## src/hw/bus_pkg.sv

```systemverilog
`default_nettype none

package bus_pkg;

  // ============================================================
  // CPU side of the bus
  // ============================================================

  localparam int ROM_ADDR_BITS = 22;  // 8-bit slot above 14-bit offset

  // One CPU bus cycle as seen by the slave
  typedef struct packed {
    logic [15:0] addr;
    logic [7:0]  wdata;
    logic        is_io;   // I/O cycle, else memory
    logic        write;
  } bus_req_t;

  // Decoded target of a bus cycle
  typedef enum logic [3:0] {
    vdp_data,
    vdp_ctrl,
    psg,          // Write only
    v_count,
    h_count,
    joy0,
    joy1,
    mem_ctrl,
    joy_ctrl,
    mem_slot_reg, // FFFC..FFFF writes
    mem_plain
  } io_port_e;

  // Where a memory read would be served from
  typedef enum logic [1:0] {
    bios,
    cart,
    ram
  } mem_src_e;

  // ============================================================
  // Internal pipeline and reply
  // ============================================================

  typedef struct packed {
    io_port_e    port;
    logic        write;
    logic [7:0]  wdata;
    logic [15:0] addr;
  } dec_op_t;

  typedef struct packed {
    logic [7:0]               data;
    logic [ROM_ADDR_BITS-1:0] rom_addr;
    mem_src_e                 src;
  } bus_rsp_t;

endpackage

`default_nettype wire

```

## src/hw/mem_mapper.sv

```systemverilog
`timescale 1ns/100ps
`default_nettype none

module mem_mapper import bus_pkg::*; (
  input  wire                      i_cpuClock,
  input  wire                      i_n_hard_reset,
  input  wire dec_op_t             i_op,
  input  wire                      i_fire,
  output logic [ROM_ADDR_BITS-1:0] o_rom_addr,
  output mem_src_e                 o_src
);

  logic [7:0] slot [3];     // Pages for regions 0..2
  logic [7:0] r_mem_ctrl;
  logic [7:0] mem_misc;     // Written through FFFC only
  logic [1:0] region;

  // ============================================================
  // Mapper registers
  // ============================================================
  always_ff @(posedge i_cpuClock) begin
    if (!i_n_hard_reset) begin
      slot[0]    <= 8'd0;
      slot[1]    <= 8'd1;
      slot[2]    <= 8'd2;
      r_mem_ctrl <= 8'hf7;   // BIOS enabled
      mem_misc   <= 8'h00;
    end else if (i_fire && i_op.write) begin
      if (i_op.port == mem_ctrl) begin
        r_mem_ctrl <= i_op.wdata;
      end else if (i_op.port == mem_slot_reg) begin
        case (i_op.addr[1:0])
          2'd0:    mem_misc <= i_op.wdata;
          2'd1:    slot[0]  <= i_op.wdata;
          2'd2:    slot[1]  <= i_op.wdata;
          default: slot[2]  <= i_op.wdata;
        endcase
      end
    end
  end

  // Address translation for the current op
  assign region = i_op.addr[15:14];

  always_comb begin
    if (region == 2'd3) begin
      o_rom_addr = ROM_ADDR_BITS'(i_op.addr);  // Work RAM passes through unmapped
      o_src      = ram;
    end else begin
      o_rom_addr = {slot[region], i_op.addr[13:0]};
      o_src      = r_mem_ctrl[3] ? cart : bios;
    end
  end

endmodule

`default_nettype wire

```

## config.mk

```make
export PLATFORM = sky130hd
export DESIGN_NAME = mem_mapper
export DESIGN_NICKNAME = d
export VERILOG_FILES = /design/src/hw/bus_pkg.sv /design/src/hw/mem_mapper.sv
export SDC_FILE = /design/constraint.sdc
export NUM_CORES = 1
export LEC_CHECK = 0
export BUFFER_PORTS_ARGS = -buffer_cell sky130_fd_sc_hd__buf_2
export CORE_MARGIN = 5
export CORE_UTILIZATION = 46
export CTS_BUF_LIST = sky130_fd_sc_hd__clkbuf_2
export DETAILED_ROUTE_END_ITERATION = 16
export PLACE_DENSITY = 0.79
export SYNTH_ARGS = -nofsm -noshare
export SYNTH_HDL_FRONTEND = slang
export SYNTH_SLANG_ARGS = --single-unit
```

## constraint.sdc

```tcl
create_clock -name i_cpuClock -period 4.55 [get_ports i_cpuClock]
set_input_delay 0.6825 -clock i_cpuClock [delete_from_list [all_inputs] [get_ports i_cpuClock]]
set_output_delay 0.6825 -clock i_cpuClock [all_outputs]
set_load 0.01 [all_outputs]
```

==> metrics <==
initial antenna violation count=0; Die H=61.2 um; Post-synth top cells=24 x edfxtp_1, 14 x buf_4, 9 x and2_1, 9 x nand2_1; width of the die=61.2 um; status=complete, no violations; fin util=0.520; Ports=56; Avg WL per Cell=13.6 um; Post-synth EDFFs=24; setup tns final=0 ns; final setup vio count=0; setup repair after global routing missed its margin=no; Total GRT Usage=0.119; Starting Density=0.482; # clock sinks=25; Yosys cell types=19; worst min path class=reg2reg; synthesized instance count=96; WP data required=3.87 ns; PnR worst setup slack=2.18 ns; dpl cells=140; CTS tree=yes; Area contributors post-synth=edfxtp_1 60%, buf_4 8.7%, mux2i_1 5.0%; post-CTS sizing=0; Async S/R FF share, synth=0; Clock transition at path regs=0.23 ns; Max clock buf depth=2; CP delay by family, top=simple AND/OR/NAND/NOR gates; final hold vios=0; area grow syn2layout=7.89%; final worst-path cycle share=0.520; Initial DRT Pass Iterations=3; via count=roughly 740; wire length of the first global-routing pass=~3200 um; PortBufs=31; drt total wl=roughly 2000 um; DR iter-0 viols=13; top_reg_cell synth=edfxtp_1; register area share after synthesis=0.615; DIE AREA=between 3000 and 4000 sq um; worst clock skew=0 ns; Power Density=304 nW/um^2; WS Path Type=in2out; largest net degree at the start of global routing=16; Startpoint Class=input pin; total power draw=between 0.3 and 0.4 mW; fmax=around 420 MHz; clock root cell=clkbuf_2; worst vdd ir=about 180 uV; CTS Hold Bufs=0; Place WS=2.14 ns; Worst Path Buf+Inv=2; vias per cell=5.13; Inserted Diodes=0; fin cells=144; slowest stage delay, CP=0.46 ns; Placement Rows=18; crit-path cells=buf_2, nor2b_1, nand2_1, o21ai_0, buf_2; mapped cell area=1200 sq um; CTS Buf Count=3; Slowest-stage cell, CP=nor2b_1; routability cong.=0.721; Worst Path Max Fanout=12; Slew @ Worst Pin=0.792 ns; largest area contributor in the netlist=edfxtp_1; most numerous cell in the Yosys netlist=edfxtp_1; Nets=147; crit-path most repeated cell=buf_2; postcts setup bufs=0; relative slew slack=0.468; post-synth top area share=0.598; fin crit period=2.37 ns; # H-tree levels=1; number of synthesis warnings=0; Avg Cell Area, Syn=12.6 sq um; Pleak=0.508 nW; GR Overflow Total=0; share of layout cells above drive strength 1=0.325; Max Cap Viol=0; syn_nets=128; synthesized flop and latch total=25; core area=2500 sq um; Remaining DRCs=0; Slew Viols, Final=0; Antenna Nets Post-Route=0; hpwl dp=between 1000 and 1500 um; CP arrival=1.68 ns; # fillers=240; worst skew pair latency=0.34 ns; crit path capture type=output pin; vias in the first global route=between 700 and 800
## stage by stage
step           hold WS [ns]  area (sq um)
2_1_floorplan         0.462          1200
3_3_place_gp          0.481          1280
3_5_place_dp          0.500          1280
4_1_cts               0.508          1300
5_1_grt               0.492          1300
6_report              0.521          1300
## report_power, final
group	internal, mW	switching (mW)	leakage [nW]
Sequential	0.263	0.00305	0.237
Combinational	0.0188	0.0254	0.258
Clock	0.0204	0.0642	0.0126
## cell families (layout without fill, tap and decap cells)
group	Yosys count	count (layout)	synth area share
buf+inv	19	37	0.106
compound gates	16	16	0.0768
mux	6	6	0.0498
simple gates	30	30	0.153
flops	25	25	0.615
## layout by cell type (no fill, tap or decap)
cell,Yosys,layout
mux2i_1,6,6
a21oi_1,2,2
nor2b_1,4,4
nor4_4,1,1
o21ai_0,6,6
clkinvlp_4,0,1
dfxtp_1,1,1
inv_1,2,2
o41ai_1,1,1
buf_2,3,31
o21ai_1,4,4
nand2b_1,5,5
nand2_1,9,9
a211oi_1,2,2
and2_1,9,9
clkbuf_2,0,3
nand3_2,1,1
edfxtp_1,24,24
o311ai_0,1,1
or3_1,1,1
## state kept, by name (all words and copies together), names as in the netlist
name,cells
r_mem_ctrl,1
slot,24
## worst register-to-register path, delay by kind of cell, from the launching register on
family / cells / cell delay, ns
flops: 1 / 0.38
compound gates: 2 / 0.20
## path summary, 6_finish.rpt
path | startpoint | endpoint | slack [ns] | depth (start not counted)
min reg2reg | r_mem_ctrl[3]$_SDFFE_PN0P_ | r_mem_ctrl[3]$_SDFFE_PN0P_ | 0.52 | 2
max reg2reg | r_mem_ctrl[3]$_SDFFE_PN0P_ | r_mem_ctrl[3]$_SDFFE_PN0P_ | 3.89 | 2
min | r_mem_ctrl[3]$_SDFFE_PN0P_ | r_mem_ctrl[3]$_SDFFE_PN0P_ | 0.52 | 2
max | i_op[14] | o_rom_addr[20] | 2.18 | 5
## metal layers
| metal | track usage | up-vias | part of all wire | wire length, um |
|---|---|---|---|---|
| li1 | - | 365 | - | - |
| met1 | 0.127 | 329 | 0.37 | 731 |
| met2 | 0.202 | 37 | 0.51 | 992 |
| met3 | 0.0482 | 7 | 0.10 | 199 |
| met4 | 0.0619 | 0 | 0.020 | 40 |
| met5 | 0 | - | 0 | 0 |
## cell type report
type / count / area [sq um] / share of cell area
Sequential cell: 25 / 741 / 0.570
Multi-Input combinational cell: 52 / 337 / 0.259
Timing Repair Buffer: 31 / 155 / 0.119
Tap cell: 30 / 37.5 / 0.0289
Clock buffer: 3 / 15.0 / 0.0115
Clock inverter: 1 / 7.51 / 0.00577
Inverter: 2 / 7.51 / 0.00577
Power figures use the tool's default switching activity.
