### config.mk
export PLATFORM = sky130hd
export DESIGN_NAME = port_decode
export DESIGN_NICKNAME = d
export VERILOG_FILES = /design/src/hw/bus_pkg.sv /design/src/hw/port_decode.sv
export SDC_FILE = /design/constraint.sdc
export NUM_CORES = 1
export LEC_CHECK = 0
export ABC_AREA = 1
export ABC_CLOCK_PERIOD_IN_PS = 2550
export BUFFER_PORTS_ARGS = -buffer_cell sky130_fd_sc_hd__buf_2
export CAP_MARGIN = 25
export CORE_MARGIN = 2
export CORE_UTILIZATION = 42
export CTS_CLUSTER_SIZE = 14
export DETAILED_ROUTE_END_ITERATION = 16
export PLACE_DENSITY = 0.76
export SLEW_MARGIN = 30
export SYNTH_ARGS = -nofsm -noshare
export SYNTH_HDL_FRONTEND = slang
export SYNTH_SLANG_ARGS = --single-unit
### constraint.sdc
create_clock -name i_cpuClock -period 2.55 [get_ports i_cpuClock]
set_clock_uncertainty 0.05 [all_clocks]
set_input_delay 0.1275 -clock i_cpuClock [delete_from_list [all_inputs] [get_ports i_cpuClock]]
set_output_delay 0.1275 -clock i_cpuClock [all_outputs]
set_load 0.02 [all_outputs]
### src/hw/bus_pkg.sv
`default_nettype none

package bus_pkg;

  // ============================================================
  // CPU side of the bus
  // ============================================================

  localparam int ROM_ADDR_BITS = 22;  // 8-bit slot above 14-bit offset

  // One CPU bus cycle as seen by the slave
  typedef struct packed {
    logic [15:0] addr;
    logic [7:0]  wdata;
    logic        is_io;   // I/O cycle, else memory
    logic        write;
  } bus_req_t;

  // Decoded target of a bus cycle
  typedef enum logic [3:0] {
    vdp_data,
    vdp_ctrl,
    psg,          // Write only
    v_count,
    h_count,
    joy0,
    joy1,
    mem_ctrl,
    joy_ctrl,
    mem_slot_reg, // FFFC..FFFF writes
    mem_plain
  } io_port_e;

  // Where a memory read would be served from
  typedef enum logic [1:0] {
    bios,
    cart,
    ram
  } mem_src_e;

  // ============================================================
  // Internal pipeline and reply
  // ============================================================

  typedef struct packed {
    io_port_e    port;
    logic        write;
    logic [7:0]  wdata;
    logic [15:0] addr;
  } dec_op_t;

  typedef struct packed {
    logic [7:0]               data;
    logic [ROM_ADDR_BITS-1:0] rom_addr;
    mem_src_e                 src;
  } bus_rsp_t;

endpackage

`default_nettype wire

### src/hw/port_decode.sv
`timescale 1ns/100ps
`default_nettype none

module port_decode import bus_pkg::*; (
  input  wire           i_cpuClock,
  input  wire           i_n_hard_reset,
  input  wire bus_req_t i_req,
  input  wire           i_req_valid,
  output logic          o_req_ready,
  output dec_op_t       o_op,
  output logic          o_op_valid,
  input  wire           i_op_ready
);

  dec_op_t op_next;

  // Stage is free when empty or draining this cycle
  assign o_req_ready = !o_op_valid || i_op_ready;

  // ============================================================
  // Classify the request
  // ============================================================
  always_comb begin
    op_next.write = i_req.write;
    op_next.wdata = i_req.wdata;
    op_next.addr  = i_req.addr;
    if (i_req.is_io) begin
      // Only A7, A6 and A0 take part on the I/O side
      case ({i_req.addr[7:6], i_req.addr[0]})
        3'b000:  op_next.port = mem_ctrl;
        3'b001:  op_next.port = joy_ctrl;
        3'b010:  op_next.port = v_count;
        3'b011:  op_next.port = i_req.write ? psg : h_count;
        3'b100:  op_next.port = vdp_data;
        3'b101:  op_next.port = vdp_ctrl;
        3'b110:  op_next.port = joy0;
        default: op_next.port = joy1;
      endcase
    end else if (i_req.write && i_req.addr[15:2] == 14'h3fff) begin
      op_next.port = mem_slot_reg;                // FFFC..FFFF
    end else begin
      op_next.port = mem_plain;
    end
  end

  always_ff @(posedge i_cpuClock) begin
    if (!i_n_hard_reset) begin
      o_op_valid <= 1'b0;
    end else if (o_req_ready) begin
      o_op_valid <= i_req_valid;
    end
  end

  // Payload only moves with an accepted request
  always_ff @(posedge i_cpuClock) begin
    if (i_req_valid && o_req_ready) o_op <= op_next;
  end

  // A stalled op is held unchanged for the execute stage
  a_op_held: assert property (@(posedge i_cpuClock) disable iff (!i_n_hard_reset)
    o_op_valid && !i_op_ready |=> o_op_valid && $stable(o_op));

endmodule

`default_nettype wire

==> results.md <==
- Synth Area per Inst: 14.6 µm²
- Worst-margin pin slew: 0.675 ns
- Die width: 54.7 µm
- Post-Syn Nets: 104
- Worst hold path type: in2reg
- Final Net Count: 196
- Total power: 967 µW
- CP top delay family: compound AO/OA/AOI/OAI gates
- Final Routed Wirelength: 2340 µm
- Highest Clock Rate: 625 MHz
- Number of synthesis warnings: 0
- CP Launch Type: flip-flop
- Critical path peak fanout: 17
- Mux contribution to synthesized area: 0
- Initial antenna violation count: 0
- Area fraction in compound gates after synthesis: 0.0266
- Simple-gate share of the synthesized area: 0.125
- Core area: 2450 µm²
- Min Tclk post-route: 1.60 ns
- Worst hold stages: 1
- Main area contributors after synthesis: edfxtp_1 (81%), nand2_1 (5.6%), nor2_1 (3.5%)
- Number of global-route vias before repair: 851
- Post-route ant nets: 0
- Synth top area share: 0.806
- Slowest CP cell: a21oi_2
- Sw Pwr: 231 µW
- CTS H-tree lvls: 2
- Largest area contributor in the netlist: edfxtp_1
- Levels on crit path: 2
- XOR/XNOR Fraction of Synth Area: 0
- # setup viols final: 0
- First-pass GRT wire length: 3410 µm
- Status: finished, final reports clean
- Pwr dens: 565 nW/µm²
- Mapped Cells: 74
- Number of fill cells: 197
- Layout area overhead: 58.3%
- Worst skew pair latency: 0.30 ns
- Io pins: 61
- Max VDD drop: 376 µV
- WL/cell: 12.0 µm
- Worst Reg-to-Reg Cells: 2
- Die area: 3000 µm²
- Clock sink count: 30
- Data required, critical path: 2.50 ns
- Largest net degree at the start of global routing: 18
- Commonest non-fill, non-tap cell in the layout: buf_2
- Worst-path clk slew: 0.08 ns
- Pint: 736 µW
- Static leakage: 0.000763 µW
- GP Congestion: 0.657
- Crit-path cells: a21oi_2 > buf_4
- Initial Utilization: 0.440
- CTS tree: built
- Register area share after synthesis: 0.824
- Switching share of power: 0.238
- Unique masters post-synth: 12
- # Max-Cap Violations: 0
- Via density: 4.50
- CTS root buffer: clkbuf_4
- Arr. time, crit path: 1.55 ns
- Hpwl dp: 1580 µm
- Tcrit/Tclk final: 0.627
- Longest Clk Path Bufs: 2
- Setup CP Type: reg2reg
- Cells after DPL: 165
- Cts bufs inserted: 5
- First-pass DRT Iterations: 4
- Final setup TNS: 0 ns
- Worst path max stage delay: 0.54 ns
- GRT Overall Usage: 0.174
- Post-Synth Adder-Cell Area: 0
- Sequential power share: 0.602
- Multi-input logic area: 168 µm²
- Slew HR: 0.550
- Rows: 18
- Post-CTS Setup Bufs: 0
- Layout cells sized above 1: 0.424
- Clock power frac: 0.239
- Post-Layout Cell Count: 195
- Residual DRC: 0
- Register area: 891 µm²
- DRT iter0 DRCs: 15
- Critical Path End Type: flip-flop
- Logic gate share of total power: 0.160
- Via count: 878
- Critical path buffers and inverters: 1
- Final hold violation count: 0
- Slew Limit Fails: 0
- Port Buffers: 60
- Main combinational cell family by area after synthesis: simple AND/OR/NAND/NOR gates
- Mapped Area: 1080 µm²
- GR Overflow Total: 0
- Diode count: 0
- Seq cells post-synth: 30
- RSZ-0062 raised after global routing: no
- Die Height: 54.7 µm
- Commonest non-fill, non-tap cells in the layout: buf_2 (60), edfxtp_1 (29), dlygate4sd3_1 (24)
[synth_stat cells (all sizes together)]
library cell,n
a21oi,1
dfxtp,1
edfxtp,29
inv,7
a21boi,1
nand2,17
nor2,11
o31ai,1
nand3,5
o21ai,1
[state kept, by name, indices dropped and copies added, names as in the netlist]
register	count
o_op_valid	1
o_op	29
[power groups by stage]
stage | registers, µW | logic, µW | clock network (µW)
after detailed placement | 593 | 126 | 0
final | 582 | 154 | 231
after CTS | 582 | 155 | 242
after global routing | 585 | 168 | 266
after floorplan | 633 | 25.6 | 0
after global placement | 592 | 122 | 0
[routing by layer]
metal | global-route usage | wire, µm
met1 | 0.150 | 778
met2 | 0.323 | 1320
met4 | 0.0875 | 28
met3 | 0.0847 | 210
met5 | 0 | 0
[stage by stage]
step / utilization / hold slack [ns] / cell area, µm² / worst slack, ns
floorplan: - / 0.176 / 1080 / 0.209
global placement: 0.583 / 0.256 / 1430 / 0.989
detailed placement: 0.583 / 0.256 / 1430 / 0.942
CTS: 0.697 / 0.0203 / 1710 / 0.918
global route: 0.697 / 0.0159 / 1710 / 0.845
finish: 0.697 / 0.0375 / 1710 / 0.951
[kinds of logic (layout without fill, tap and decap cells)]
| logic type | after synthesis | in the layout |
|---|---|---|
| AOI/OAI and AO/OA | 4 | 4 |
| and+or+nand+nor | 33 | 33 |
| buffers and inverters | 7 | 98 |
| DFF | 30 | 30 |
[final timing paths]
kind | to | startpoint | slack (ns)
worst max-delay path | o_op[23]$_DFFE_PP_ | o_op_valid$_SDFFE_PN0N_ | 0.95
worst min-delay path | o_op[6]$_DFFE_PP_ | i_req[16] | 0.04
worst max register to register | o_op[23]$_DFFE_PP_ | o_op_valid$_SDFFE_PN0N_ | 0.95
worst min register to register | o_op_valid$_SDFFE_PN0N_ | o_op_valid$_SDFFE_PN0N_ | 0.50
[layout make-up]
| cell class | count | area share |
|---|---|---|
| Tap cell | 30 | 0.0219 |
| Clock buffer | 5 | 0.0219 |
| Multi-Input combinational cell | 37 | 0.0980 |
| Sequential cell | 30 | 0.520 |
| Timing Repair Buffer | 85 | 0.320 |
| Clock inverter | 1 | 0.00219 |
| Inverter | 7 | 0.0154 |
[repair_timing]
action                                 4_1_cts  5_1_grt
hold buffers                                24        0
resized for setup                            0        0
endpoints found under the hold margin       24        0
Power figures use the tool's default switching activity.
