**config.mk**
```make
export PLATFORM = sky130hd
export DESIGN_NAME = read_mux
export DESIGN_NICKNAME = d
export VERILOG_FILES = /design/src/hw/bus_pkg.sv /design/src/hw/vdp_pkg.sv /design/src/hw/read_mux.sv
export SDC_FILE = /design/constraint.sdc
export NUM_CORES = 1
export LEC_CHECK = 0
export BUFFER_PORTS_ARGS = -buffer_cell sky130_fd_sc_hd__buf_2
export CAP_MARGIN = 15
export CORE_ASPECT_RATIO = 1.25
export CORE_MARGIN = 4
export CORE_UTILIZATION = 36
export DETAILED_ROUTE_END_ITERATION = 7
export PLACE_DENSITY = 0.86
export SLEW_MARGIN = 20
export SYNTH_ARGS = -nofsm -noshare
export SYNTH_HDL_FRONTEND = slang
export SYNTH_SLANG_ARGS = --single-unit
```
**constraint.sdc**
```tcl
create_clock -name i_cpuClock -period 1.4 [get_ports i_cpuClock]
set_clock_uncertainty 0.2 [all_clocks]
set_input_delay 0.28 -clock i_cpuClock [delete_from_list [all_inputs] [get_ports i_cpuClock]]
set_output_delay 0.28 -clock i_cpuClock [all_outputs]
set_load 0.02 [all_outputs]
```
**src/hw/bus_pkg.sv**
```systemverilog
`default_nettype none

package bus_pkg;

  // ============================================================
  // CPU side of the bus
  // ============================================================

  localparam int ROM_ADDR_BITS = 22;  // 8-bit slot above 14-bit offset

  // One CPU bus cycle as seen by the slave
  typedef struct packed {
    logic [15:0] addr;
    logic [7:0]  wdata;
    logic        is_io;   // I/O cycle, else memory
    logic        write;
  } bus_req_t;

  // Decoded target of a bus cycle
  typedef enum logic [3:0] {
    vdp_data,
    vdp_ctrl,
    psg,          // Write only
    v_count,
    h_count,
    joy0,
    joy1,
    mem_ctrl,
    joy_ctrl,
    mem_slot_reg, // FFFC..FFFF writes
    mem_plain
  } io_port_e;

  // Where a memory read would be served from
  typedef enum logic [1:0] {
    bios,
    cart,
    ram
  } mem_src_e;

  // ============================================================
  // Internal pipeline and reply
  // ============================================================

  typedef struct packed {
    io_port_e    port;
    logic        write;
    logic [7:0]  wdata;
    logic [15:0] addr;
  } dec_op_t;

  typedef struct packed {
    logic [7:0]               data;
    logic [ROM_ADDR_BITS-1:0] rom_addr;
    mem_src_e                 src;
  } bus_rsp_t;

endpackage

`default_nettype wire

```
**src/hw/vdp_pkg.sv**
```systemverilog
`default_nettype none

package vdp_pkg;

  // ============================================================
  // Register file
  // ============================================================

  localparam int VDP_REG_COUNT = 11;

  typedef logic [7:0] vdp_reg_t;

  // Display mode resolved by priority from M1..M4
  typedef enum logic [2:0] {
    graphic0 = 3'd0,
    mode1    = 3'd1,
    graphic2 = 3'd2,
    mode3    = 3'd3,
    mode4    = 3'd4
  } vdp_mode_e;

  // Decoded configuration handed to the video side
  typedef struct packed {
    vdp_mode_e   mode;
    logic [13:0] name_base;
    logic [13:0] color_base;
    logic [13:0] pattern_base;
    logic [13:0] sprite_attr_base;
    logic [13:0] sprite_pattern_base;
    logic        display_en;      // reg1 bit 6
    logic        frame_irq_en;    // reg1 bit 5
    logic [7:0]  x_scroll;
    logic [7:0]  y_scroll;
  } vdp_cfg_t;

  // ============================================================
  // Video-side inputs
  // ============================================================

  // Pulses and live state from the renderer
  typedef struct packed {
    logic       frame_irq;
    logic       sprite_collision;
    logic       too_many_sprites;
    logic [4:0] spritex;          // Sprite number on overflow
  } vdp_event_t;

  typedef struct packed {
    logic [7:0] v;
    logic [7:0] h;
  } beam_t;

  // Active-high buttons that the port inverts
  typedef struct packed {
    logic up;
    logic down;
    logic left;
    logic right;
    logic b1;
    logic b2;
  } joy_buttons_t;

endpackage

`default_nettype wire

```
**src/hw/read_mux.sv**
```systemverilog
`timescale 1ns/100ps
`default_nettype none

module read_mux import bus_pkg::*; import vdp_pkg::*; (
  input  wire                       i_cpuClock,
  input  wire                       i_n_hard_reset,
  input  wire dec_op_t              i_op,
  input  wire                       i_op_valid,
  output logic                      o_op_ready,
  input  wire [7:0]                 i_vdp_data,
  input  wire [ROM_ADDR_BITS-1:0]   i_rom_addr,
  input  wire mem_src_e             i_src,
  input  wire vdp_event_t           i_events,
  input  wire beam_t                i_beam,
  input  wire joy_buttons_t         i_buttons,
  input  wire                       i_irq_en,
  output bus_rsp_t                  o_rsp,
  output logic                      o_rsp_valid,
  input  wire                       i_rsp_ready,
  output logic                      o_irq_pending,
  output logic                      o_fire
);

  logic     irq_flag, coll_flag;   // Sticky until status read
  logic     status_rd;
  logic     rsp_load;
  logic [7:0] status;
  logic [7:0] joy_data0;
  bus_rsp_t rsp_next;

  // Stall whenever a reply is held
  assign o_op_ready = !o_rsp_valid || i_rsp_ready;
  assign o_fire     = i_op_valid && o_op_ready;
  assign rsp_load   = o_fire && !i_op.write;
  assign status_rd  = o_fire && i_op.port == vdp_ctrl && !i_op.write;

  // ============================================================
  // Status flags
  // ============================================================
  always_ff @(posedge i_cpuClock) begin
    if (!i_n_hard_reset) begin
      irq_flag  <= 1'b0;
      coll_flag <= 1'b0;
    end else begin
      // A new pulse wins over the clearing read
      irq_flag  <= (irq_flag && !status_rd) || i_events.frame_irq;
      coll_flag <= (coll_flag && !status_rd) || i_events.sprite_collision;
    end
  end

  assign o_irq_pending = irq_flag && i_irq_en;

  assign status = {irq_flag, i_events.too_many_sprites, coll_flag,
                   i_events.too_many_sprites ? i_events.spritex : 5'b11111};

  assign joy_data0 = {2'b11, ~i_buttons.b2, ~i_buttons.b1, ~i_buttons.right,
                      ~i_buttons.left, ~i_buttons.down, ~i_buttons.up};

  // Read data selection
  always_comb begin
    rsp_next.data     = 8'hff;   // Open bus
    rsp_next.rom_addr = '0;
    rsp_next.src      = bios;
    case (i_op.port)
      vdp_data:  rsp_next.data = i_vdp_data;
      vdp_ctrl:  rsp_next.data = status;
      joy0:      rsp_next.data = joy_data0;
      joy1:      rsp_next.data = 8'hbf;
      v_count:   rsp_next.data = i_beam.v;
      h_count:   rsp_next.data = i_beam.h;
      mem_plain: begin
        rsp_next.data     = 8'h00;
        rsp_next.rom_addr = i_rom_addr;
        rsp_next.src      = i_src;
      end
      default: ;
    endcase
  end

  // ============================================================
  // Response register
  // ============================================================
  always_ff @(posedge i_cpuClock) begin
    if (!i_n_hard_reset) o_rsp_valid <= 1'b0;
    else if (rsp_load)   o_rsp_valid <= 1'b1;
    else if (i_rsp_ready) o_rsp_valid <= 1'b0;
  end

  always_ff @(posedge i_cpuClock) begin
    if (rsp_load) o_rsp <= rsp_next;
  end

  a_rsp_held: assert property (@(posedge i_cpuClock) disable iff (!i_n_hard_reset)
    o_rsp_valid && !i_rsp_ready |=> o_rsp_valid && $stable(o_rsp));

endmodule

`default_nettype wire

```
==> results of run 1 <==
registers in the layout (all words and copies together) (netlist names):
signal,cells
o_rsp_valid,1
irq_flag,1
coll_flag,1
o_rsp,32
worst paths after layout:
kind	from	endpoint	depth (start not counted)
max reg2reg	o_rsp_valid	irq_flag	6
max	o_rsp_valid	o_fire	3
min	i_events[6]	coll_flag	3
min reg2reg	coll_flag	coll_flag	2
kinds of logic (layout without fill, tap and decap cells):
logic type / after synthesis / count (layout) / synth area share (%)
AO/OA/AOI/OAI: 39 / 39 / 14.7
XOR/XNOR: 2 / 2 / 0.968
buffers and inverters: 15 / 140 / 5.04
flip-flops: 35 / 35 / 56.4
AND/OR/NAND/NOR: 73 / 73 / 22.9
area by class of cell:
| class | count | share of cell area [%] |
|---|---|---|
| Inverter | 5 | 1.69 |
| Timing Repair Buffer | 125 | 26.0 |
| Tap cell | 60 | 2.82 |
| Timing Repair inverter | 2 | 0.658 |
| Clock inverter | 1 | 0.188 |
| Clock buffer | 7 | 2.87 |
| Sequential cell | 35 | 38.4 |
| Multi-Input combinational cell | 114 | 27.3 |
power by group:
group	leakage, nW	internal (mW)	switching [mW]
Sequential	0.312	1.20	0.0149
Combinational	0.822	0.226	0.251
Clock	0.0422	0.349	0.327
Total	1.18	1.77	0.593
stage by stage:
step	cells	TNS, ns	setup WS (ns)
floorplan	164	0	0.00436
global placement	338	-5.17	-0.179
detailed placement	338	-6.96	-0.212
CTS	345	-0.0386	-0.0386
global route	349	-0.140	-0.0762
finish	349	-0.0250	-0.0250
per-layer routing:
| layer | vias up | routed length (um) | part of all wire, % |
|---|---|---|---|
| li1 | 838 | - | - |
| met1 | 743 | 1910 | 39 |
| met2 | 80 | 2470 | 50 |
| met3 | 10 | 404 | 8.3 |
| met4 | 0 | 114 | 2.3 |
| met5 | - | 0 | 0 |
critical path, delay by kind of cell (launching register included):
kind	cells	cell delay, ns
buffers and inverters	1	0.12
DFF	1	0.35
and+or+nand+nor	2	0.20
placed cells by master, fill, tap and decap left out, drive strengths merged, types with 2 or more instances in the layout:
cell type,count
nor3,2
edfxtp,32
a21o,2
clkbuf,7
nor2b,5
inv,6
nand4,2
a2111oi,2
o221ai,2
nand2,10
nand3,4
dfxtp,3
a2bb2oi,2
nor2,10
buf,125
a22o,2
and2,27
nand3b,3
o211ai,3
nand2b,4
xor2,2
o21ai,13
a21oi,7
timing repair:
action                                  in CTS  in global routing
pin swaps                                    1                  0
setup buffers                                0                  2
cloned                                       0                  2
resized for setup                            4                  3
hold buffers                                 0                  0
endpoints found under the setup margin       3                 35
==> metrics.md, run 1 <==
| Metric | Value |
|---|---|
| Worst-Margin Slew | `0.284 ns` |
| DIE HEIGHT | `87.3 um` |
| Max Buffers Root-to-Sink | `2` |
| Met3 usage | `4.04%` |
| Synth Instances | `164` |
| Multi-input gate area | `728 sq um` |
| Iter 0 DRT Violations | `56` |
| Outcome | `finished, violations left` |
| DR DRC count | `0` |
| Largest net degree at the start of global routing | `33` |
| Top Ports | `132` |
| YS warnings | `0` |
| Vias per cell | `4.79` |
| N_diodes | `0` |
| Nets | `384` |
| GRT met1 Usage | `18.4%` |
| VDD IR max | `329 uV` |
| Max-slew headroom | `80.9%` |
| DRT Wirelength | `4900 um` |
| Failing checks | `negative setup slack` |
| CP startpoint kind | `flip-flop` |
| Worst-skew pair later-pin latency | `0.27 ns` |
| Synth Area per Inst | `11.0 sq um` |
| Setup ws final | `-0.0250 ns` |
| Setup violators final | `1` |
| Num rows | `28` |
| Max_cap viols | `0` |
| CTS buffer count | `5` |
| Total grt overflow | `0` |
| Synth Cell Area | `0.00181 sq mm` |
| GR peak layer | `met2` |
| Hold WS | `0.0120 ns` |
| Hold Path Class | `in -> reg` |
| Flops & latches, synth | `35` |
| Sequential share of the synthesized area | `56.4%` |
| Pwr Total | `2.37 mW` |
| Root Buffer | `clkbuf_8` |
| Met2 usage | `25.3%` |
| WP data required | `0.92 ns` |
| Global-route wire length before repair | `7360 um` |
| Clock Sinks | `35` |
| Synth area leader | `edfxtp_1` |
| Main synth FF type | `edfxtp_1` |
| GRT Total Usage | `15.2%` |
| CTS tree | `done` |
| Fillcell total | `436` |
| First drt pass iteration count | `4` |
| Routability congestion estimate | `0.833` |
| Synth async-reset ratio | `0%` |
| Final Hold Viols | `0` |
| Routed vias | `1,671` |
| Area Overhead vs Synth | `47.1%` |
| Seq. cell area | `0.00102 sq mm` |
| Dpl cell area | `0.00253 sq mm` |
| Fin. max-slew vios | `0` |
| Worst-path clk slew | `0.06 ns` |
| CTS H-tree lvls | `2` |
| Core area | `0.00480 sq mm` |
| CP max stage cell | `dfxtp_2` |
| Top cells by count, synth | `edfxtp_1, and2_1, nand2_1, nor2_1, o21ai_1` |
| Tmin final | `1.42 ns` |
| Wire per inst | `14.0 um` |
| Post-synth cell types | `40` |
| DP HPWL | `3780 um` |
| Count leader, synth | `edfxtp_1` |
| Worst setup EP type | `output pin` |
| Initial antenna violation count | `0` |
| Antenna-violating nets left | `0` |
| CP arrival | `0.94 ns` |
| Number of global-route vias before repair | `1,536` |
| Post-synth top area share | `53.1%` |
| Fin crit share | `102%` |
| Reg2reg setup slack | `0.04 ns` |
| Max frequency | `0.702 GHz` |
| Crit-path cells | `nand2b_4, and2_4, buf_6` |
| Initial Utilization | `37.7%` |
| Unrepaired setup endpoints after global routing | `yes` |
| Worst-path maximum fanout | `4` |
| Die area | `0.00623 sq mm` |
| Die X | `71.4 um` |
| Synth Net Count | `260` |
| CP peak stage delay | `0.35 ns` |
| Top cells by area, synth | `edfxtp_1, and2_1, dfxtp_1, o21ai_1, nand2_1` |
| CP Class | `reg -> out` |
| Proportion of layout cells with a drive suffix above 1 | `49.5%` |
| Final Cell Area | `0.00266 sq mm` |
| Fin util | `55.5%` |
| Power per Cell Area | `889 mW/mm^2` |
| Post-synth EDFFs | `32` |
| Pleak | `1.18 nW` |
| Port bufs | `107` |
(Power assumes the default switching activity.)
==> run 2: changes to the inputs <==
--- a/config.mk
+++ b/config.mk
@@ -12,6 +12,7 @@
 export CORE_UTILIZATION = 36
 export DETAILED_ROUTE_END_ITERATION = 7
 export PLACE_DENSITY = 0.86
+export RECOVER_POWER = 25
 export SLEW_MARGIN = 20
 export SYNTH_ARGS = -nofsm -noshare
 export SYNTH_HDL_FRONTEND = slang
==> metrics.md, run 2 (synthesis gave the netlist of run 1 again) <==
| Metric | Value |
|---|---|
| Core area | `0.00480 sq mm (unchanged)` |
| Tmin final | `1.42 ns (-0.000834 ns)` |
| Vias per cell | `4.76 (-0.60%)` |
| WP data required | `0.92 ns (about the same)` |
| Place WS | `-0.212 ns (unchanged)` |
| VDD IR max | `328 uV (-0.13%)` |
| Root Buffer | `clkbuf_8` |
| Total grt overflow | `0 (unchanged)` |
| Power per Cell Area | `893 mW/mm^2 (+0.45%)` |
| Hold depth | `3 (unchanged)` |
| CP Class | `reg -> out` |
| Wire per inst | `14.0 um (about the same)` |
| Fin crit share | `102% (about the same)` |
| Final Hold Viols | `0 (unchanged)` |
| Worst-skew pair later-pin latency | `0.27 ns (about the same)` |
| Setup ws final | `-0.0242 ns (+0.000834 ns)` |
| CP delay by family, top | `flip-flops` |
| Crit Reg-Reg Endpoint | `o_rsp[1]` |
| Met3 wire length | `372 um (-7.9%)` |
| DP HPWL | `3780 um (unchanged)` |
| Routability congestion estimate | `0.833 (unchanged)` |
| Unrepaired setup endpoints after global routing | `yes` |
| Port bufs | `107 (unchanged)` |
| Worst setup EP type | `output pin` |
| Area Overhead vs Synth | `46.1%` |
| CTS tree | `done` |
| Global-route wire length before repair | `7360 um (unchanged)` |
| Pleak | `1.17 nW (-0.58%)` |
| Iter 0 DRT Violations | `50 (-11%)` |
| Die X | `71.4 um (unchanged)` |
| Power Internal | `1.77 mW (-0.28%)` |
| Max-slew headroom | `80.9% (about the same)` |
| Proportion of layout cells with a drive suffix above 1 | `48.1% (-1.4 points)` |
| Largest register by flop count | `o_rsp` |
| Nets | `384 (unchanged)` |
| Num rows | `28 (unchanged)` |
| Routed vias | `1,661 (-0.60%)` |
| CP max stage cell | `dfxtp_2` |
| Top Layer Used | `met4` |
| DIE HEIGHT | `87.3 um (unchanged)` |
| Max_cap viols | `0 (unchanged)` |
| Largest net degree at the start of global routing | `33 (unchanged)` |
| Sw Ratio | `25.1% (+0.045 points)` |
| Crit path launch | `o_rsp_valid` |
| CTS Hold Bufs | `0 (unchanged)` |
| Largest register FFs | `32 (unchanged)` |
| Max frequency | `0.702 GHz (about the same)` |
| Min-delay src | `i_events[6]` |
| Initial antenna violation count | `0 (unchanged)` |
| Outcome | `finished, violations left` |
| Clock Sinks | `35 (unchanged)` |
| Hold Path Class | `in -> reg` |
| Hold Path Sink | `coll_flag` |
| DR WL met2 | `2460 um (-0.41%)` |
| First drt pass iteration count | `4 (unchanged)` |
| Final Cell Area | `0.00265 sq mm (-0.66%)` |
| CTS H-tree lvls | `2 (unchanged)` |
| Commonest non-fill, non-tap cell in the layout | `buf_2` |
| Commonest cells after routing, fill and taps aside | `buf_2, edfxtp_1, and2_1, buf_4, clkbuf_2` |
| DRT Wirelength | `4900 um (about the same)` |
| CP arrival | `0.94 ns (about the same)` |
| Reg2Reg Depth | `4 (-2)` |
| GRT Total Usage | `15.2% (unchanged)` |
| Setup violators final | `1 (unchanged)` |
| Antenna-violating nets left | `0 (unchanged)` |
| Worst-path clk slew | `0.06 ns (about the same)` |
| Number of global-route vias before repair | `1,536 (unchanged)` |
| Top Ports | `132 (unchanged)` |
| M1 WL | `1960 um (+2.3%)` |
| Total buffers and inverters traversed by the critical path | `1 (unchanged)` |
| CP peak stage delay | `0.35 ns (about the same)` |
| Switching Power | `0.593 mW (about the same)` |
| N_diodes | `0 (unchanged)` |
| Comb pwr share | `20.0% (-0.2 points)` |
| Initial Utilization | `37.7% (unchanged)` |
| Worst-Margin Slew | `0.284 ns (+0.00000405 ns)` |
| Crit-path cells | `nand2b_4, and2_4, buf_6` |
| CP startpoint kind | `flip-flop` |
| Max Buffers Root-to-Sink | `2 (unchanged)` |
| Worst R2R Start | `o_rsp_valid` |
| Reg power frac | `51.4% (about the same)` |
| Reg2reg setup slack | `0.04 ns (about the same)` |
| DR DRC count | `0 (unchanged)` |
| Die area | `0.00623 sq mm (unchanged)` |
| Worst-path maximum fanout | `4 (unchanged)` |
| Pwr Total | `2.36 mW (-0.21%)` |
| Clk pwr share | `28.6% (about the same)` |
| Dpl cell area | `0.00253 sq mm (unchanged)` |
| Fin util | `55.1% (-0.37 points)` |
| Failing checks | `negative setup slack` |
| CTS buffer count | `5 (unchanged)` |
| Fin. max-slew vios | `0 (unchanged)` |
==> run 2: cell types whose count changed in the layout (fill, tap and decap cells not counted), sizes merged <==
| cell | before | now |
|---|---|---|
| buf | 125 | 108 |
| clkbuf | 7 | 24 |
==> run 2: worst min-delay path: cells and delay by family <==
kind	cells	cell delay (ns)
AO/OA/AOI/OAI	1	0.06
buffers and inverters	1	0.07
AND/OR/NAND/NOR	1	0.04
==> run 2: stage by stage <==
stage	cells	hold WS [ns]	TNS, ns
finish	349	0.0119	-0.0242
global route	349	0.0287	-1.25
CTS	345	0.00622	-0.0386
detailed placement	338	0.268	-6.96
global placement	338	0.253	-5.17
floorplan	164	0.195	0
==> run 2: power groups by stage <==
stage / Sequential (mW) / Clock [mW] / Combinational [mW]
2_1_floorplan: 1.30 / 0 / 0.178
3_3_place_gp: 1.24 / 0 / 0.442
3_5_place_dp: 1.24 / 0 / 0.453
4_1_cts: 1.22 / 0.693 / 0.457
5_1_grt: 1.22 / 0.760 / 0.515
6_report: 1.22 / 0.676 / 0.472
==> run 2: metal layers <==
layer / GRT usage (%) / vias to the layer above
met5: 0 / -
met4: 6.32 / 0
met3: 4.04 / 10
met2: 25.3 / 75
met1: 18.4 / 737
li1: - / 839
==> run 2: what timing repair did <==
action / CTS / global route
setup buffers: 0 / 2
pin swaps: 1 / 0
cloned: 0 / 2
setup endpoints to repair: 3 / 35
gates resized for setup: 4 / 3
==> run 2: cell type report <==
class	instances	area, sq um
Clock buffer	7	76.3
Clock inverter	1	5.00
Fill cell	442	2150
Inverter	5	45.0
Multi-Input combinational cell	114	728
Sequential cell	35	1020
Tap cell	60	75.1
Timing Repair Buffer	125	679
Timing Repair inverter	2	12.5
==> run 2: worst max path at each step <==
| stage | end | cells after the start |
|---|---|---|
| final | o_fire | 3 |
| after global routing | o_fire | 3 |
| after CTS | o_fire | 3 |
| after detailed placement | o_rsp[31] | 4 |
| after global placement | o_rsp[31] | 4 |
| after floorplan | o_rsp[31] | 5 |
==> run 3: changes to the inputs <==
--- a/config.mk
+++ b/config.mk
@@ -8,11 +8,12 @@
 export BUFFER_PORTS_ARGS = -buffer_cell sky130_fd_sc_hd__buf_2
 export CAP_MARGIN = 15
 export CORE_ASPECT_RATIO = 1.25
-export CORE_MARGIN = 4
+export CORE_MARGIN = 5
 export CORE_UTILIZATION = 36
 export DETAILED_ROUTE_END_ITERATION = 7
 export PLACE_DENSITY = 0.86
 export RECOVER_POWER = 25
+export SETUP_SLACK_MARGIN = 0.5
 export SLEW_MARGIN = 20
 export SYNTH_ARGS = -nofsm -noshare
 export SYNTH_HDL_FRONTEND = slang
==> metrics.md, run 3 (synthesis gave the netlist of run 1 again) <==
| Metric | Value |
|---|---|
| Max_cap viols | `0 (unchanged)` |
| M1 WL | `1980 um (+1.1%)` |
| Nets | `400 (+4.2%)` |
| Pleak | `1.47 nW (+26%)` |
| CP Class | `reg -> out` |
| GRT Total Usage | `18.0% (+2.9 points)` |
| DP HPWL | `3970 um (+5.1%)` |
| Routed vias | `1,814 (+9.2%)` |
| Top Ports | `132 (unchanged)` |
| Port bufs | `107 (unchanged)` |
| Fin. max-slew vios | `0 (unchanged)` |
| CTS buffer count | `5 (unchanged)` |
| Iter 0 DRT Violations | `49 (-2.0%)` |
| Worst-path clk slew | `0.07 ns (about the same)` |
| Commonest non-fill, non-tap cell in the layout | `buf_2` |
| Max Buffers Root-to-Sink | `2 (unchanged)` |
| Setup ws final | `-0.0297 ns (-0.00555 ns)` |
| CTS H-tree lvls | `2 (unchanged)` |
| Core area | `0.00480 sq mm (unchanged)` |
| DRT Wirelength | `5870 um (+20%)` |
| Routability congestion estimate | `0.807 (-3.1%)` |
| Worst-path maximum fanout | `4 (unchanged)` |
| WP data required | `0.92 ns (about the same)` |
| Failing checks | `negative setup slack` |
| Max frequency | `0.699 GHz (-0.39%)` |
| Global-route wire length before repair | `8970 um (+22%)` |
| First drt pass iteration count | `6 (+2)` |
| Root Buffer | `clkbuf_8` |
| Dpl cell area | `0.00262 sq mm (+3.6%)` |
| Initial Utilization | `37.7% (unchanged)` |
| Power per Cell Area | `765 mW/mm^2 (-14%)` |
| CP max stage cell | `dfxtp_4` |
| Tmin final | `1.43 ns (+0.00555 ns)` |
| Die X | `73.4 um (+2.8%)` |
| Area Overhead vs Synth | `85.9%` |
| CTS tree | `done` |
| DR WL met2 | `3270 um (+33%)` |
| CP peak stage delay | `0.36 ns (about the same)` |
| Initial antenna violation count | `0 (unchanged)` |
| Wire per inst | `16.1 um (+15%)` |
| Proportion of layout cells with a drive suffix above 1 | `66.4% (+18 points)` |
| Cells after DPL | `338 (unchanged)` |
| Hold Path Class | `in -> reg` |
| Commonest cells after routing, fill and taps aside | `buf_2, buf_6, edfxtp_1, and2_4, buf_4` |
| CP startpoint kind | `flip-flop` |
| Final Hold Viols | `0 (unchanged)` |
| Max-slew headroom | `76.9% (-4.0 points)` |
| Final Cell Area | `0.00337 sq mm (+27%)` |
| Antenna-violating nets left | `0 (unchanged)` |
| Clock Sinks | `35 (unchanged)` |
| Total grt overflow | `0 (unchanged)` |
| Worst-skew pair later-pin latency | `0.27 ns (about the same)` |
| Worst setup EP type | `output pin` |
| N_diodes | `0 (unchanged)` |
| Met3 wire length | `459 um (+23%)` |
| Hold WS | `0.00858 ns (-0.00337 ns)` |
| Fin crit share | `102% (+0.40 points)` |
| VDD IR max | `397 uV (+21%)` |
| Number of global-route vias before repair | `1,911 (+24%)` |
| DR DRC count | `0 (unchanged)` |
| Crit-path cells | `nand2b_4, and2_4, buf_6` |
| Vias per cell | `4.98 (+4.7%)` |
| Worst-Margin Slew | `0.343 ns (+0.0594 ns)` |
| Setup violators final | `1 (unchanged)` |
| Num rows | `28 (unchanged)` |
| Outcome | `finished, violations left` |
| Non-Filler Instances | `364 (+4.3%)` |
| Fillcell total | `341 (-23%)` |
| Top Layer Used | `met4` |
| Die area | `0.00656 sq mm (+5.2%)` |
| DIE HEIGHT | `89.3 um (+2.3%)` |
| Largest register FFs | `32 (unchanged)` |
| Pwr Total | `2.58 mW (+9.0%)` |
| Unrepaired setup endpoints after global routing | `yes` |
| CP arrival | `0.95 ns (about the same)` |
| Largest register by flop count | `o_rsp` |
| Largest net degree at the start of global routing | `12 (-64%)` |
[run 3: changes by cell type in the layout (fill, tap and decap cells not counted), moves of 4 or more]
cell / previous run / this run
buf_6: 1 / 48
and2_1: 26 / 0
a21oi_1: 7 / 2
buf_2: 91 / 68
buf_4: 15 / 11
a21oi_2: 0 / 5
buf_8: 0 / 4
and2_4: 1 / 24
clkbuf_2: 13 / 1
clkbuf_1: 6 / 2
[run 3: worst paths after layout]
kind / start / endpoint / slack (ns) / depth (start not counted)
hold / removal: i_events[6] / coll_flag / 0.009 / 3
setup reg to reg: o_rsp_valid / coll_flag / 0.01 / 6
setup / recovery: o_rsp_valid / o_fire / -0.03 / 3
hold reg to reg: coll_flag / coll_flag / 0.28 / 2
[run 3: final cells by class]
cell class	instances	area, sq um	share of cell area, %
multi-input combinational	114	945	28.1
clock buffer	5	68.8	2.04
timing repair buffer	140	1160	34.5
inverter	5	35.0	1.04
tap	60	75.1	2.23
sequential	35	1030	30.6
clock inverter	2	8.76	0.260
timing repair inverter	3	43.8	1.30
[run 3: report_power, final]
part	leakage [nW]	switching [mW]	total, mW	internal, mW
clock	0.0414	0.323	0.654	0.330
combinational	1.12	0.317	0.697	0.379
sequential	0.313	0.0262	1.23	1.20
[run 3: metrics by stage]
step / utilization, % / TNS [ns] / worst slack [ns]
finish: 70.1 / -0.0297 / -0.0297
global route: 70.1 / -0.257 / -0.0606
global placement: 54.5 / -5.69 / -0.175
floorplan: - / 0 / 0.00954
detailed placement: 54.5 / -7.27 / -0.213
CTS: 69.8 / -0.0377 / -0.0377
[run 3: worst max-delay path, delay by kind of cell, from the launching register on]
kind	cells	cell delay, ns
flip-flops	1	0.36
buffers and inverters	1	0.12
AND/OR/NAND/NOR	2	0.19
[run 3: repair_timing]
action	4_1_cts	5_1_grt
hold buffers	0	0
cloned	5	0
gates resized for setup	146	13
pin swaps	23	12
endpoints found under the setup margin	103	103
buffers inserted	12	2
[run 3: layer usage]
layer  vias to the layer above  GRT usage (%)
met1                       833           19.4
met2                        96           34.7
met4                         0           7.58
met5                         -              0
met3                        15           2.59
li1                        870              -
